==> config.mk <==
export PLATFORM = sky130hd
export DESIGN_NAME = rng_top
export DESIGN_NICKNAME = d
export VERILOG_FILES = /design/src/rng_pkg.sv /design/src/rng_lfsr_core.sv /design/src/rng_fifo.sv /design/src/rng_wb_regs.sv /design/src/rng_top.sv
export VERILOG_INCLUDE_DIRS = /design/src
export SDC_FILE = /design/constraint.sdc
export NUM_CORES = 1
export LEC_CHECK = 0
export BUFFER_PORTS_ARGS = -buffer_cell sky130_fd_sc_hd__buf_4
export CORE_UTILIZATION = 55
export CTS_CLUSTER_DIAMETER = 50
export DETAILED_ROUTE_END_ITERATION = 16
export MAX_ROUTING_LAYER = met4
export PLACE_DENSITY = 0.83
export SLEW_MARGIN = 20
export SYNTH_ARGS = -nofsm -noshare
export SYNTH_HDL_FRONTEND = slang
export SYNTH_SLANG_ARGS = --single-unit
==> constraint.sdc <==
create_clock -name clk -period 6.4 [get_ports clk]
set_input_delay 0.32 -clock clk [delete_from_list [all_inputs] [get_ports clk]]
set_output_delay 0.32 -clock clk [all_outputs]
set_load 0.02 [all_outputs]
==> src/rng_defines.svh <==
// Width, seed, FIFO depth and register offset macros for the RNG peripheral, included by RTL and testbench
`ifndef RNG_DEFINES_SVH
`define RNG_DEFINES_SVH

// Generator word
`define RNG_WIDTH           20

// Reset state, also used in place of a zero seed
`define RNG_SEED_DEFAULT    20'hFACEB

// Output FIFO depth, power of two
`define RNG_FIFO_DEPTH      8

// Wishbone bus widths
`define WB_DATA_WIDTH       32
`define WB_ADDR_WIDTH       4

// Register byte offsets, adr[3:2] selects the register
`define RNG_REG_CTRL        4'h0
`define RNG_REG_SEED        4'h4
`define RNG_REG_DATA        4'h8
`define RNG_REG_STATUS      4'hC

`endif

==> src/rng_pkg.sv <==
// Shared types of the RNG peripheral, imported by the RTL modules and the testbench
`include "rng_defines.svh"

package rng_pkg;

    // One LFSR state or one generated word
    typedef logic [`RNG_WIDTH-1:0] rng_word_t;

    // Wishbone data and byte address
    typedef logic [`WB_DATA_WIDTH-1:0] wb_data_t;
    typedef logic [`WB_ADDR_WIDTH-1:0] wb_addr_t;

    // Occupancy from 0 up to and including the FIFO depth
    typedef logic [$clog2(`RNG_FIFO_DEPTH + 1)-1:0] fifo_count_t;

endpackage

==> src/rng_lfsr_core.sv <==
// 20-bit LFSR generator advancing four bits per step, pushes every new state into the output FIFO
`timescale 1ns/100ps
`include "rng_defines.svh"

module rng_lfsr_core (
    input  logic               clk,
    input  logic               rst,
    input  logic               enable,
    input  logic               seed_load,
    input  rng_pkg::rng_word_t seed_value,
    input  logic               full,
    output logic               push,
    output rng_pkg::rng_word_t push_data,
    output rng_pkg::rng_word_t state
);
    import rng_pkg::*;

    rng_word_t  state_q;
    rng_word_t  step_word;
    rng_word_t  load_word;
    logic [3:0] taps;
    logic       step_en;

    // Four feedback bits, t0 lands in bit 0 of the new state
    always_comb begin
        taps[0] = state_q[19] ^ state_q[16];
        taps[1] = state_q[15] ^ state_q[12];
        taps[2] = state_q[11] ^ state_q[8];
        taps[3] = state_q[7] ^ state_q[0];
    end

    // Shift left by four and append t3..t0
    assign step_word = {state_q[15:0], taps[3], taps[2], taps[1], taps[0]};

    // All-zero state would lock up
    assign load_word = (seed_value == '0) ? `RNG_SEED_DEFAULT : seed_value;

    // Seed load wins over stepping, a full FIFO stalls the generator
    assign step_en = enable && !full && !seed_load;

    always_ff @(posedge clk) begin
        if (rst) begin
            state_q <= `RNG_SEED_DEFAULT;
        end else if (seed_load) begin
            state_q <= load_word;
        end else if (step_en) begin
            state_q <= step_word;
        end
    end

    // FIFO captures the new state at the same edge the state register takes it
    assign push      = step_en;
    assign push_data = step_word;

    // Readback for the SEED register
    assign state = state_q;

endmodule

==> src/rng_fifo.sv <==
// Synchronous FIFO of generator words between the LFSR core and the register block
`timescale 1ns/100ps
`include "rng_defines.svh"

module rng_fifo #(
    parameter int DEPTH = `RNG_FIFO_DEPTH
) (
    input  logic                 clk,
    input  logic                 rst,
    input  logic                 push,
    input  rng_pkg::rng_word_t   push_data,
    input  logic                 pop,
    output rng_pkg::rng_word_t   rd_data,
    output rng_pkg::fifo_count_t count,
    output logic                 empty,
    output logic                 full
);
    import rng_pkg::*;

    localparam int PTR_W = $clog2(DEPTH);

    rng_word_t        mem [DEPTH];
    logic [PTR_W-1:0] wr_ptr;
    logic [PTR_W-1:0] rd_ptr;
    fifo_count_t      count_q;
    logic             do_push;
    logic             do_pop;

    // Pop on empty is dropped here, the register block flags it
    assign do_push = push && !full;
    assign do_pop  = pop && !empty;

    // Storage
    always_ff @(posedge clk) begin
        if (do_push) begin
            mem[wr_ptr] <= push_data;
        end
    end

    // Pointers wrap on their own for power-of-two depths
    always_ff @(posedge clk) begin
        if (rst) begin
            wr_ptr <= '0;
            rd_ptr <= '0;
        end else begin
            if (do_push) begin
                wr_ptr <= wr_ptr + 1'b1;
            end
            if (do_pop) begin
                rd_ptr <= rd_ptr + 1'b1;
            end
        end
    end

    // Occupancy, unchanged when push and pop coincide
    always_ff @(posedge clk) begin
        if (rst) begin
            count_q <= '0;
        end else begin
            case ({do_push, do_pop})
                2'b10:   count_q <= count_q + 1'b1;
                2'b01:   count_q <= count_q - 1'b1;
                default: count_q <= count_q;
            endcase
        end
    end

    // Head entry is visible without a read cycle
    assign rd_data = mem[rd_ptr];

    assign count = count_q;
    assign empty = (count_q == '0);
    assign full  = (count_q == fifo_count_t'(DEPTH));

endmodule

==> src/rng_wb_regs.sv <==
// Wishbone classic slave with the CTRL, SEED, DATA and STATUS registers of the RNG peripheral
`timescale 1ns/100ps
`include "rng_defines.svh"

module rng_wb_regs (
    input  logic                 clk,
    input  logic                 rst,
    input  logic                 cyc,
    input  logic                 stb,
    input  logic                 we,
    input  rng_pkg::wb_addr_t    adr,
    input  rng_pkg::wb_data_t    dat_i,
    output rng_pkg::wb_data_t    dat_o,
    output logic                 ack,
    output logic                 enable,
    output logic                 seed_load,
    output rng_pkg::rng_word_t   seed_value,
    input  rng_pkg::rng_word_t   state,
    output logic                 pop,
    input  rng_pkg::rng_word_t   rd_data,
    input  rng_pkg::fifo_count_t count,
    input  logic                 empty,
    input  logic                 full
);
    import rng_pkg::*;

    localparam int PAD_W = `WB_DATA_WIDTH - `RNG_WIDTH;

    wb_addr_t reg_addr;
    logic     req;
    logic     wr_req;
    logic     rd_req;
    logic     data_rd;
    logic     underflow;
    wb_data_t status_word;
    wb_data_t rd_word;

    // No new request is taken while ack is still high
    assign req    = cyc && stb && !ack;
    assign wr_req = req && we;
    assign rd_req = req && !we;

    // Byte lanes are ignored, only the word index counts
    assign reg_addr = {adr[3:2], 2'b00};

    assign data_rd = rd_req && (reg_addr == `RNG_REG_DATA);

    // Strobes to the core and FIFO act at the same edge as ack rises
    assign seed_load  = wr_req && (reg_addr == `RNG_REG_SEED);
    assign seed_value = dat_i[`RNG_WIDTH-1:0];
    assign pop        = data_rd && !empty;

    always_comb begin
        status_word = '0;
        status_word[0] = empty;
        status_word[1] = full;
        status_word[2] = underflow;
        status_word[8 +: $bits(fifo_count_t)] = count;
    end

    // Read mux
    always_comb begin
        case (reg_addr)
            `RNG_REG_CTRL: begin
                rd_word = '0;
                rd_word[0] = enable;
            end
            `RNG_REG_SEED: begin
                rd_word = {{PAD_W{1'b0}}, state};
            end
            `RNG_REG_DATA: begin
                // Empty FIFO reads as zero
                rd_word = empty ? '0 : {{PAD_W{1'b0}}, rd_data};
            end
            default: begin
                rd_word = status_word;
            end
        endcase
    end

    // Control state and handshake
    always_ff @(posedge clk) begin
        if (rst) begin
            ack       <= 1'b0;
            enable    <= 1'b0;
            underflow <= 1'b0;
        end else begin
            ack <= req;
            if (wr_req) begin
                case (reg_addr)
                    `RNG_REG_CTRL: begin
                        enable <= dat_i[0];
                    end
                    `RNG_REG_STATUS: begin
                        // Write one to clear
                        if (dat_i[2]) begin
                            underflow <= 1'b0;
                        end
                    end
                    default: begin
                    end
                endcase
            end
            if (data_rd && empty) begin
                underflow <= 1'b1;
            end
        end
    end

    // Read data goes out together with ack
    always_ff @(posedge clk) begin
        if (req) begin
            dat_o <= we ? '0 : rd_word;
        end
    end

endmodule

==> src/rng_top.sv <==
// Top level of the RNG peripheral, Wishbone register block in front of the LFSR core and its FIFO
`timescale 1ns/100ps
`include "rng_defines.svh"

module rng_top (
    input  logic              clk,
    input  logic              rst,
    input  logic              cyc,
    input  logic              stb,
    input  logic              we,
    input  rng_pkg::wb_addr_t adr,
    input  rng_pkg::wb_data_t dat_i,
    output rng_pkg::wb_data_t dat_o,
    output logic              ack
);
    import rng_pkg::*;

    logic        enable;
    logic        seed_load;
    rng_word_t   seed_value;
    rng_word_t   state;
    logic        pop;
    rng_word_t   rd_data;
    fifo_count_t count;
    logic        empty;
    logic        full;
    logic        push;
    rng_word_t   push_data;

    rng_wb_regs u_regs (
        .clk        (clk),
        .rst        (rst),
        .cyc        (cyc),
        .stb        (stb),
        .we         (we),
        .adr        (adr),
        .dat_i      (dat_i),
        .dat_o      (dat_o),
        .ack        (ack),
        .enable     (enable),
        .seed_load  (seed_load),
        .seed_value (seed_value),
        .state      (state),
        .pop        (pop),
        .rd_data    (rd_data),
        .count      (count),
        .empty      (empty),
        .full       (full)
    );

    rng_lfsr_core u_core (
        .clk        (clk),
        .rst        (rst),
        .enable     (enable),
        .seed_load  (seed_load),
        .seed_value (seed_value),
        .full       (full),
        .push       (push),
        .push_data  (push_data),
        .state      (state)
    );

    rng_fifo #(
        .DEPTH (`RNG_FIFO_DEPTH)
    ) u_fifo (
        .clk        (clk),
        .rst        (rst),
        .push       (push),
        .push_data  (push_data),
        .pop        (pop),
        .rd_data    (rd_data),
        .count      (count),
        .empty      (empty),
        .full       (full)
    );

endmodule

* After elaboration in Yosys (flattened, before gate mapping)
Memory sizes are Yosys's and may differ from the RTL's. A register that Yosys moved wholly into a read port is not among the register bits.
Cells that the tools add are included.
** Word-level totals
- Register bits :: 65
- Bits in latches :: 0
- Memory bits (writable) :: 160
- ROM bits :: 0
- Input bits :: 41
- Output and inout port bits :: 33
- Logic and storage cells :: 64
- Memories :: 1
** Memories
- u_fifo.mem :: words 8, width 20, rd ports 1, clocked after memory_dff 1, wr ports 1, line rng_fifo.sv:22 : rng_word_t mem [DEPTH];
** Operators by class
- Add/subtract/negate cells :: 4
- $mul :: 0
- Div/mod/pow operators :: 0
- Magnitude comparators :: 0
- Equal/unequal tests :: 6
- Shift operators :: 0
- Multiplexer cells :: 14
- Bitwise operators :: 4
- Reduce and logical (&&, ||, !) cells :: 27
** Operator list (count)
- $pmux 32 s3 :: 1
- $mux 20 :: 4
- $logic_not 20->1 :: 1
- $logic_and 1x1->1 :: 12
- $reduce_bool 2->1 :: 5
- $logic_not 4->1 :: 2
- $pmux 4 s2 :: 1
- $add 3x1->3 const B :: 2
- $eq 2x2->1 const B :: 3
- $mux 1 :: 6
- $mux 3 :: 2
- $logic_not 1->1 :: 5
- $add 4x1->4 const B :: 1
- $eq 2x1->1 const B :: 2
- $eq 4x4->1 const B :: 1
- $sub 4x1->4 const B :: 1
- $xor 1x1->1 :: 4
- $reduce_and 3->1 :: 1
- $reduce_and 2->1 :: 1

* Logic depth before layout (Yosys ltp)
Gate-level depths: netlist of the first run.
- Depth in word-level cells :: 9
- Depth in mapped cells :: 12
- Depth with buffers taken out :: 10

* By module
Synthesis of the first run repeated with hierarchy kept, for this count alone.
** Unflattened totals
- Cells, all modules :: 566
- Area, all modules :: 9400.3 µm²
** By module, submodules not included
- rng_fifo :: instances 1, cells an instance 305, area an instance 6859.1 µm², sequential area each 5064.9 µm²
- rng_wb_regs :: instances 1, cells an instance 137, area an instance 1363.8 µm², sequential area each 660.6 µm²
- rng_lfsr_core :: instances 1, cells an instance 124, area an instance 1177.4 µm², sequential area each 400.4 µm²

* Least setup slack after synthesis of the first run
Ideal clock, no wire load.
- Kind :: register to register
- Start point :: reg u_regs.ack
- End point :: mem u_fifo.mem[2][0] (netlist name) (enable)
- Setup time :: 455 ps
- Arrival time :: 3153 ps
- Required time :: 5945 ps
- Setup slack :: 2791 ps
- Stages on the path, launching flop included :: 5
- Buffers on the path :: 1
- Period minus slack after synthesis :: 3609 ps
- Cell sequence :: dfxtp_1 > nand3b_1 > o211ai_2 > buf_4 > nor4b_1
** Between the ends
- Word-level cells in the longest chain between the ends :: 9
** Ends and longest elaborated chain
- start, declared :: line rng_wb_regs.sv:14 : output logic ack,
- start signal, assigned :: line rng_wb_regs.sv:88 : ack <= req;
- $logic_not 1->1 :: line rng_wb_regs.sv:39 : assign req = cyc && stb && !ack;
- $logic_and 1x1->1 :: line rng_wb_regs.sv:39
- $logic_and 1x1->1 :: line rng_wb_regs.sv:40 : assign wr_req = req && we;
- $logic_and 1x1->1 :: line rng_wb_regs.sv:49 : assign seed_load = wr_req && (reg_addr == `RNG_REG_SEED);
- $logic_not 1->1 :: line rng_lfsr_core.sv:39 : assign step_en = enable && !full && !seed_load;
- $logic_and 1x1->1 :: line rng_lfsr_core.sv:39
- $logic_and 1x1->1 :: line rng_fifo.sv:30 : assign do_push = push && !full;
- $mux 1 :: line rng_fifo.sv:35 : if (do_push) begin
- $mux 1 (not written as such) :: line rng_fifo.sv:36 : mem[wr_ptr] <= push_data;
- end, declared :: line rng_fifo.sv:22
No other way between the ends.

* Worst setup path in the final report of the first run
- Start point :: reg u_fifo.count_q[0], in the netlist u_fifo.count[0]
- End point :: reg u_fifo.count_q[3], in the netlist u_fifo.count[3]
** Between the ends
- Elaborated cells on any way between the ends :: 15
- Those cells by class :: 2 x add/sub; 3 x eq/ne; 1 x mux; 9 x reduce/logical
** RTL lines
- start, declared :: line rng_fifo.sv:25 : fifo_count_t count_q;
- start signal, assigned :: line rng_fifo.sv:61 : 2'b10: count_q <= count_q + 1'b1;
- start signal, assigned :: line rng_fifo.sv:62 : 2'b01: count_q <= count_q - 1'b1;
- start signal, assigned :: line rng_fifo.sv:63 : default: count_q <= count_q;
- $logic_not 4->1 (*) :: line rng_fifo.sv:72 : assign empty = (count_q == '0);
- $logic_not 1->1 (*) :: line rng_fifo.sv:31, rng_wb_regs.sv:51
- $logic_and 1x1->1 :: line rng_wb_regs.sv:51 : assign pop = data_rd && !empty;
- $logic_and 1x1->1 (*) :: line rng_fifo.sv:31 : assign do_pop = pop && !empty;
- via u_fifo.do_pop :: line rng_fifo.sv:27 : logic do_pop;
- $eq 2x1->1 or $eq 2x2->1 (tied branches) :: line rng_fifo.sv:60 : case ({do_push, do_pop})
- $pmux 4 s2 or $reduce_bool 2->1 (tied branches)
Mark *: on every way through the listed nets, which the timed path passes. The rest lies on a longest branch.
A chain may end at the register's enable or synchronous reset.

==> results.sh, run 1 <==
export IMPL_drive_gt1_frac=0.199
export IMPL_cts_resized=0
export IMPL_crit_family="simple AND/OR/NAND/NOR gates"
export IMPL_synth_main_ff_cell="edfxtp_1"
export IMPL_path_buf_inv=1
export IMPL_min_from="dat_i[2]"
export IMPL_nFillCells=1084
export IMPL_met3_usage=0.0402
export IMPL_cts_sinks=216
export IMPL_r2r_start="u_fifo.count[0]$_SDFFE_PP0P_"
export IMPL_clock_path_buffers=3
export IMPL_worst_pin_slew_ns=0.978
export IMPL_finalCriticalPeriod_ns=2.98
export IMPL_seqCellArea_um2=6130
export IMPL_synth_edf_count=180
export IMPL_fmax_mhz=336
export IMPL_grt_max_degree=54
export IMPL_synth_area_um2=9020
export IMPL_dieWidth_um=130
export IMPL_cp_arrival_ns=3.39
export IMPL_wl_per_cell_um=24.1
export IMPL_drt_drc_violations_left=0
export IMPL_ys_seq_area_frac=0.679
export IMPL_dieArea_um2=16900
export IMPL_p_leak_nw=3.21
export IMPL_multi_input_area_um2=2650
export IMPL_crit_required_ns=6.82
export IMPL_post_route_util=0.639
export IMPL_cts_setup_buffers=0
export IMPL_root_buffer="clkbuf_16"
export IMPL_max_cap_viol_count=0
export IMPL_cts_made_buffers=21
export IMPL_hold_class="in2reg"
export IMPL_startpoint_type="flop"
export IMPL_wl_um=20600
export IMPL_fp_row_count=46
export IMPL_critical_path_startpoint="u_fifo.count[0]$_SDFFE_PP0P_"
export IMPL_max_stage_delay_ns=0.73
export IMPL_worstRegToRegCells=7
export IMPL_grtUsageMet2=0.418
export IMPL_first_pass_iters=5
export IMPL_reg2reg_to="u_fifo.count[3]$_SDFFE_PP0P_"
export IMPL_portBuffers=47
export IMPL_rsz0062_at_grt="no"
export IMPL_status="completed"
export IMPL_clk_latency_ns=0.51
export IMPL_end_kind="flop"
export IMPL_cp_cell_sequence="or4_1, nand3_1, inv_1, ha_1, or4b_2, a31o_2, a21oi_1"
export IMPL_grt_pass1_wl_um=31300
export IMPL_place_gp_congestion=0.805
export IMPL_path_class="reg2reg"
export IMPL_cpMaxStageDelayCell="or4_1"
export IMPL_grt_most_used_layer="met2"
export IMPL_hpwl_um=11900
export IMPL_worstHoldPathCells=3
export IMPL_grt_overflow=0
export IMPL_die_h_um=130
export IMPL_final_max_slew_viol_count=0
export IMPL_synth_avg_cell_area_um2=15.5
export IMPL_drt_iter0_drc=754
export IMPL_grt_pass1_vias=5564
export IMPL_nets=670
export IMPL_hold_viol_final=0
export IMPL_r2r_slack_ns=3.42
export IMPL_synthCells=581
export IMPL_antenna_found_initial=0
export IMPL_cts_htree_levels=1
export IMPL_fin_setup_tns_ns=0
export IMPL_worstPathMaxFanout=7
export IMPL_n_antenna_cell=0
export IMPL_power_density_nw_per_um2=276
export IMPL_skew_ns=0.0273
export IMPL_detail_route_antenna_nets=0
export IMPL_crit_cells=7
export IMPL_ys_ff_latch=216
export IMPL_most_common_layout_cells="180 x edfxtp_1, 60 x buf_4, 55 x mux2i_1, 49 x nand2_1, 34 x dfxtp_1"
export IMPL_cts_hold_buffers_added=0
export IMPL_cts_tree="yes"
export IMPL_core_um2=15900
export IMPL_finalSetupViolations=0
export IMPL_track_usage=0.261
export IMPL_yosys_warnings=0
export IMPL_crit_end="u_fifo.count[3]$_SDFFE_PP0P_"
export IMPL_viasPerCell=6.50
export IMPL_final_common_cell="edfxtp_1"
export IMPL_vias=5552
export IMPL_synth_cell_types=55
export IMPL_clkSlewWorstSetupHoldPaths_ns=0.06
export IMPL_async_reset_ff_frac=0
export IMPL_grtUsageMet1=0.331
export IMPL_start_util=0.566
export IMPL_syn2layout_area_growth_pct=12.9
export IMPL_final_period_utilization=0.465
export IMPL_slew_headroom=0.345
export IMPL_boundaryPins=74
export IMPL_peakVddDrop_mv=0.174
state kept, by name (all words and copies together) (netlist names), named ones only:
register / flops
u_fifo.rd_ptr: 3
u_fifo.mem: 160
u_regs.dat_o: 20
u_regs.enable: 1
u_core.state: 20
u_regs.ack: 1
u_fifo.count: 4
u_regs.underflow: 1
u_fifo.wr_ptr: 3
cells in the mapped netlist (all sizes together) (2+ instances only):
library cell  instances  share of area
nor2                 24          0.010
clkbuf               19         0.0079
nor4                  9         0.0062
nor3                 16         0.0089
or4b                  2         0.0026
buf                  32          0.027
xnor2                 3         0.0029
nor2b                 4         0.0028
a221o                13          0.014
edfxtp              180           0.60
and2                  2         0.0017
dfxtp                36          0.080
o2111ai               3         0.0029
o32ai                 4         0.0047
a21oi                 8         0.0044
a211oi               27          0.022
o21ai                 3         0.0017
nand3b                3         0.0025
mux4                 21          0.055
nand2                51          0.022
nor4b                 2         0.0019
nand3                 6         0.0033
a32oi                11          0.011
mux2i                55          0.061
mux2                  2         0.0025
nand4                 2         0.0014
a311oi                6         0.0058
inv                   5         0.0021
ha                    5         0.0069
xor2                  8         0.0078
a22oi                 5         0.0042
per-layer routing:
layer  vias up  wire length (um)
li1       2359                 -
met1      2752              7900
met2       384             10200
met3        57              1860
met4         0               650
met5         -                 0
area by class of cell:
cell class              instances  area share
well taps                     216      0.0265
multi-input cells             320       0.261
clock inverters                 9     0.00455
flip-flops and latches        216       0.602
inverters                       5     0.00184
clock buffers                  28      0.0603
repair buffers                 60      0.0442
cells by family (layout without fill, tap and decap cells):
group,Yosys count,after routing,share of synthesized area
AO/OA/AOI/OAI,86,86,0.0774
XOR/XNOR,11,11,0.0107
adder cells (fa/ha/maj),5,5,0.00694
buffers and inverters,56,102,0.0375
flip-flops,216,216,0.679
multiplexers,78,78,0.118
other,1,12,0.000416
AND/OR/NAND/NOR,128,128,0.0695
worst min path at each step:
stage / end / slack (ns)
after floorplan: u_core.state[2]$_SDFFE_PP0P_ / 0.46
after global placement: u_regs.underflow$_SDFFE_PP0P_ / 0.49
after detailed placement: u_regs.underflow$_SDFFE_PP0P_ / 0.52
after CTS: u_core.state[13]$_SDFFE_PP1P_ / 0.1
after global routing: u_core.state[13]$_SDFFE_PP1P_ / 0.10
final: u_core.state[2]$_SDFFE_PP0P_ / 0.10
power by group:
part | leakage, nW | internal [mW] | switching (mW) | total (mW)
logic | 1.08 | 0.0296 | 0.0554 | 0.0850
clock network | 0.331 | 0.676 | 0.514 | 1.19
registers | 1.81 | 1.52 | 0.0137 | 1.54
total | 3.21 | 2.23 | 0.583 | 2.81
stage by stage:
step,instance area (um^2),worst slack (ns),std cells,hold WS [ns],power (mW)
5_1_grt,10200,3.31,854,0.103,2.88
4_1_cts,10200,3.46,854,0.0987,2.81
3_3_place_gp,9520,3.44,817,0.490,1.64
6_report,10200,3.42,854,0.105,2.81
2_1_floorplan,9060,2.79,592,0.461,1.61
3_5_place_dp,9520,3.33,817,0.516,1.65
worst min-delay path: stages:
cell	delay, ns
buf_4	0.10
nand3b_1	0.08
o41ai_1	0.06
Power figures use the tool's default switching activity.
==> run 2, diff against run 1 <==
Settings changed: CORE_UTILIZATION 55 to 54, PLACE_DENSITY 0.83 to 0.85.
Clock period 6.4 ns to 2.54 ns, I/O delays scaled along.
==> run 2 against run 1 <==
Compared with the run above:
- sequential cell count stayed put
- global-route usage grew 1.1 points
- register-to-register slack worse by 3.3 ns
- final cell count up 5.2%
- fmax increased by 21%
- hold slack worse by 0.074 ns
- via count up 5.5%
- clock skew is 0.0040 ns lower
- cell area is 4.2% higher
- combinational power grew to 3.1 times the previous value
- highest routed layer unchanged
==> results.sh, run 2 (synthesis results as in run 1) <==
export IMPL_portBuffers=47
export IMPL_drt_iter0_drc=909
export IMPL_clock_path_buffers=3
export IMPL_n_antenna_cell=0
export IMPL_cts_tree="yes"
export IMPL_cts_sinks=216
export IMPL_wl_um=22600
export IMPL_die_h_um=131
export IMPL_place_gp_congestion=0.884
export IMPL_antenna_found_initial=0
export IMPL_dieWidth_um=131
export IMPL_grt_max_degree=37
export IMPL_most_common_layout_cells="180 x edfxtp_1, 83 x buf_4, 55 x mux2i_1, 49 x nand2_1, 34 x dfxtp_1"
export IMPL_worstRegToRegCells=8
export IMPL_status="completed"
export IMPL_total_power_mw=6.97
export IMPL_start_util=0.560
export IMPL_pre_cts_ws_ns=0.00490
export IMPL_cpMaxStageDelayCell="or4b_2"
export IMPL_viasPerCell=6.52
export IMPL_place_area_um2=9740
export IMPL_slew_headroom=0.513
export IMPL_hold_viol_final=0
export IMPL_regMostFlops="u_fifo.mem"
export IMPL_end_kind="flop"
export IMPL_nets=713
export IMPL_fmax_mhz=406
export IMPL_power_density_nw_per_um2=657
export IMPL_fp_row_count=46
export IMPL_path_class="reg2reg"
export IMPL_dp_cells=838
export IMPL_grtUsageMet1=0.317
export IMPL_dieArea_um2=17200
export IMPL_nFillCells=1054
export IMPL_clk_latency_ns=0.52
export IMPL_startpoint_type="flop"
export IMPL_cp_arrival_ns=2.90
export IMPL_grt_most_used_layer="met2"
export IMPL_peakVddDrop_mv=0.503
export IMPL_p_leak_nw=3.39
export IMPL_hpwl_um=13000
export IMPL_worst_pin_slew_ns=0.728
export IMPL_cts_made_buffers=21
export IMPL_cp_cell_sequence="or4_1, nand3_2, inv_2, ha_4, nor2b_1, or4b_2, a31o_2, a21oi_1"
export IMPL_worstPathMaxFanout=4
export IMPL_finalSetupViolations=0
export IMPL_drt_drc_violations_left=0
export IMPL_finalCriticalPeriod_ns=2.47
export IMPL_largest_reg_flops=160
export IMPL_track_usage=0.272
export IMPL_crit_required_ns=2.97
export IMPL_vias=5856
export IMPL_final_period_utilization=0.971
export IMPL_clkSlewWorstSetupHoldPaths_ns=0.07
export IMPL_final_common_cell="edfxtp_1"
export IMPL_skew_ns=0.0234
export IMPL_detail_route_antenna_nets=0
export IMPL_syn2layout_area_growth_pct=17.6
export IMPL_core_um2=16100
export IMPL_finalInstanceArea_um2=10600
export IMPL_grtUsageMet2=0.451
export IMPL_final_max_slew_viol_count=0
export IMPL_grt_overflow=0
export IMPL_max_stage_delay_ns=0.63
export IMPL_first_pass_iters=8
export IMPL_grt_pass1_wl_um=33700
export IMPL_grt_pass1_vias=5975
export IMPL_hold_class="in2reg"
export IMPL_stdcell_count=898
export IMPL_root_buffer="clkbuf_16"
export IMPL_cts_htree_levels=1
export IMPL_drive_gt1_frac=0.229
export IMPL_worstHoldPathCells=3
export IMPL_timing_hold_ws_ns=0.0301
export IMPL_boundaryPins=74
export IMPL_worst_slack_ns=0.0742
export IMPL_met3_usage=0.0490
export IMPL_wl_per_cell_um=25.1
export IMPL_max_cap_viol_count=0
## run 2: cell types whose count changed in the layout (fill, tap and decap cells not counted), moves of 3 or more
cell,delta
buf_4,+23
nor4_2,-4
nor4_4,+4
dlygate4sd3_1,+19
clkinv_2,+3
## run 2: stage by stage
step	util	TNS, ns
floorplan	-	-15.14
global placement	0.604	0
detailed placement	0.604	0
CTS	0.654	0
global route	0.658	-0.0556
finish	0.658	0
## run 2: path summary, 6_finish.rpt
check | from | slack, ns | endpoint
worst max-delay path | u_fifo.count[2]$_SDFFE_PP0P_ | 0.07 | u_fifo.count[3]$_SDFFE_PP0P_
worst min-delay path | dat_i[7] | 0.03 | u_core.state[7]$_SDFFE_PP1P_
worst max register to register | u_fifo.count[2]$_SDFFE_PP0P_ | 0.07 | u_fifo.count[3]$_SDFFE_PP0P_
worst min register to register | u_fifo.count[3]$_SDFFE_PP0P_ | 0.54 | u_fifo.count[3]$_SDFFE_PP0P_
## run 2: power breakdown
| group | leakage [nW] | internal (mW) | switching, mW |
|---|---|---|---|
| Sequential | 1.81 | 3.84 | 0.0310 |
| Combinational | 1.27 | 0.102 | 0.159 |
| Clock | 0.310 | 1.53 | 1.31 |
## run 2: critical path, delay by kind of cell, from the launching register on
| kind | cells | cell delay [ns] |
|---|---|---|
| simple gates | 4 | 1.45 |
| fa+ha+maj | 1 | 0.18 |
| buf+inv | 1 | 0.07 |
| compound gates | 2 | 0.36 |
| flops | 1 | 0.34 |
## run 2: what timing repair did
item / 4_1_cts / 5_1_grt
cloned: 0 / 0
buffers inserted: 1 / 2
pin swaps: 0 / 2
hold buffers: 18 / 1
endpoints found under the hold margin: 19 / 1
gates resized for setup: 1 / 7
endpoints found under the setup margin: 1 / 2
## run 2: metal layers
metal	vias up	part of all wire
met5	-	0
met4	0	0.056
met3	125	0.11
met2	465	0.49
met1	2812	0.34
li1	2454	-
## run 2: final cells by class
cell class | instances | area [um^2] | area share
Inverter | 5 | 18.8 | 0.00177
Multi-Input combinational cell | 320 | 2740 | 0.259
Timing Repair Buffer | 103 | 833 | 0.0786
Sequential cell | 216 | 6130 | 0.578
Clock inverter | 15 | 80.1 | 0.00755
Tap cell | 216 | 270 | 0.0255
Clock buffer | 23 | 533 | 0.0503
==> run 3, diff against run 2 <==
Settings changed: CORE_UTILIZATION 54 to 45, PLACE_DENSITY 0.85 to 0.74.
==> run 3 against run 2 <==
Compared with the run above:
- first-iteration DRC count decreased by 42%
- core utilization decreased by 11 points
- setup slack improved by 0.039 ns
- power increased by 3.5%
- critical path depth increased by 2
- via count decreased by 5.2%
- sequential share of layout area decreased by 0.56 points
- critical endpoint is now u_fifo.count[2]$_SDFFE_PP0P_
- largest cell class unchanged
- global-route usage decreased by 6.3 points
==> results.sh, run 3 (synthesis results as in run 1) <==
export IMPL_swShare=0.201
export IMPL_rsz0062_at_grt="no"
export IMPL_cts_sinks=216
export IMPL_dp_cells=888
export IMPL_cp_arrival_ns=2.85
export IMPL_max_cap_viol_count=0
export IMPL_vias=5553
export IMPL_first_pass_iters=5
export IMPL_pwr_share_seq=0.536
export IMPL_wl_per_cell_um=21.7
export IMPL_hold_class="in2reg"
export IMPL_syn2layout_area_growth_pct=18.7
export IMPL_detail_route_antenna_nets=0
export IMPL_final_common_cell="edfxtp_1"
export IMPL_stdcell_count=947
export IMPL_end_kind="flop"
export IMPL_clk_latency_ns=0.49
export IMPL_fp_row_count=51
export IMPL_startpoint_type="flop"
export IMPL_grt_overflow=0
export IMPL_finalSetupViolations=0
export IMPL_die_h_um=144
export IMPL_clock_path_buffers=3
export IMPL_wl_um=20600
export IMPL_hpwl_um=12800
export IMPL_most_common_layout_cells="180 x edfxtp_1, 81 x buf_4, 55 x mux2i_1, 49 x nand2_1, 34 x dfxtp_1"
export IMPL_fmax_mhz=412
export IMPL_start_util=0.462
export IMPL_place_gp_congestion=0.836
export IMPL_status="completed"
export IMPL_root_buffer="clkbuf_16"
export IMPL_cts_htree_levels=1
export IMPL_path_class="reg2reg"
export IMPL_dieWidth_um=144
export IMPL_drt_drc_violations_left=0
export IMPL_peakVddDrop_mv=0.408
export IMPL_p_int_mw=5.77
export IMPL_skew_ns=0.00981
export IMPL_final_max_slew_viol_count=0
export IMPL_track_usage=0.210
export IMPL_drt_iter0_drc=530
export IMPL_n_antenna_cell=0
export IMPL_viasPerCell=5.86
export IMPL_nets=712
export IMPL_total_power_mw=7.21
export IMPL_hold_viol_final=0
export IMPL_grt_max_degree=37
export IMPL_core_um2=19500
export IMPL_regMostFlops="u_fifo.mem"
export IMPL_p_leak_nw=3.42
export IMPL_dieArea_um2=20600
export IMPL_final_period_utilization=0.955
export IMPL_grt_pass1_vias=5398
export IMPL_drive_gt1_frac=0.220
export IMPL_boundaryPins=74
export IMPL_grt_pass1_wl_um=30800
export IMPL_worstPathMaxFanout=5
export IMPL_power_density_nw_per_um2=673
export IMPL_cts_tree="yes"
export IMPL_clockPowerShare=0.429
export IMPL_worst_pin_slew_ns=0.747
export IMPL_antenna_found_initial=0
export IMPL_portBuffers=47
export IMPL_cts_made_buffers=22
export IMPL_crit_required_ns=2.96
export IMPL_pwr_share_comb=0.035
export IMPL_p_switching_mw=1.45
export IMPL_largest_reg_flops=160
export IMPL_clkSlewWorstSetupHoldPaths_ns=0.06
export IMPL_slew_headroom=0.501
export IMPL_finalCriticalPeriod_ns=2.43
-- run 3: timing repair --
| item | 4_1_cts | 5_1_grt |
|---|---|---|
| resized for setup | 0 | 3 |
| buffers inserted | 0 | 0 |
| endpoints found under the setup margin | 0 | 2 |
| hold buffers | 19 | 0 |
| hold endpoints to repair | 20 | 0 |
-- run 3: metrics by stage --
step / hold slack (ns) / utilization / setup TNS (ns) / setup WS [ns] / area [um^2]
4_1_cts: 0.000449 / 0.548 / 0 / 0.0217 / 10700
2_1_floorplan: 0.268 / - / -15.14 / -0.311 / 9100
3_3_place_gp: 0.394 / 0.502 / 0 / 0.130 / 9810
3_5_place_dp: 0.411 / 0.502 / 0 / 0.0348 / 9810
6_report: 0.00498 / 0.549 / 0 / 0.114 / 10700
5_1_grt: 0.00567 / 0.549 / 0 / 0.0393 / 10700
-- run 3: power by group through the flow --
stage / combinational, mW / sequential [mW] / clock (mW)
after floorplan: 0.119 / 3.95 / 0
final: 0.250 / 3.87 / 3.09
after CTS: 0.246 / 3.87 / 3.11
after global placement: 0.217 / 3.94 / 0
after global routing: 0.267 / 3.87 / 3.24
after detailed placement: 0.222 / 3.94 / 0
-- run 3: layer usage --
metal  part of all wire  track usage  vias to the layer above  wire, um
met4              0.030       0.0784                        0       614
met1               0.41        0.270                     2775      8430
met3              0.073       0.0257                       52      1510
met2               0.49        0.342                      276     10000
met5                  0            -                        -         0
li1                   -            -                     2450         -
-- run 3: cell type report --
| type | count | area (um^2) |
|---|---|---|
| Tap cell | 265 | 332 |
| Timing Repair Buffer | 101 | 818 |
| Inverter | 5 | 18.8 |
| Multi-Input combinational cell | 320 | 2720 |
| Fill cell | 1518 | 8820 |
| Clock inverter | 9 | 70.1 |
| Sequential cell | 216 | 6130 |
| Clock buffer | 31 | 627 |
-- run 3: path summary, 6_finish.rpt --
| path | end | start | slack [ns] | depth (start not counted) |
|---|---|---|---|---|
| worst max-delay path | u_fifo.count[2]$_SDFFE_PP0P_ | u_fifo.count[2]$_SDFFE_PP0P_ | 0.11 | 10 |
| worst min-delay path | u_core.state[11]$_SDFFE_PP1P_ | dat_i[11] | 0.005 | 3 |
| worst max register to register | u_fifo.count[2]$_SDFFE_PP0P_ | u_fifo.count[2]$_SDFFE_PP0P_ | 0.11 | 10 |
| worst min register to register | u_regs.underflow$_SDFFE_PP0P_ | u_regs.underflow$_SDFFE_PP0P_ | 0.51 | 2 |
-- run 3: critical path, stage by stage, from the launching register on --
cell and delay [ns]:
dfxtp_1 0.34, or4_1 0.56, nand3_1 0.12, inv_1 0.09, ha_4 0.19, xor2_1 0.15, ha_1 0.19, a21oi_1 0.15
xor2_1 0.09, or3_1 0.31, a21oi_1 0.16
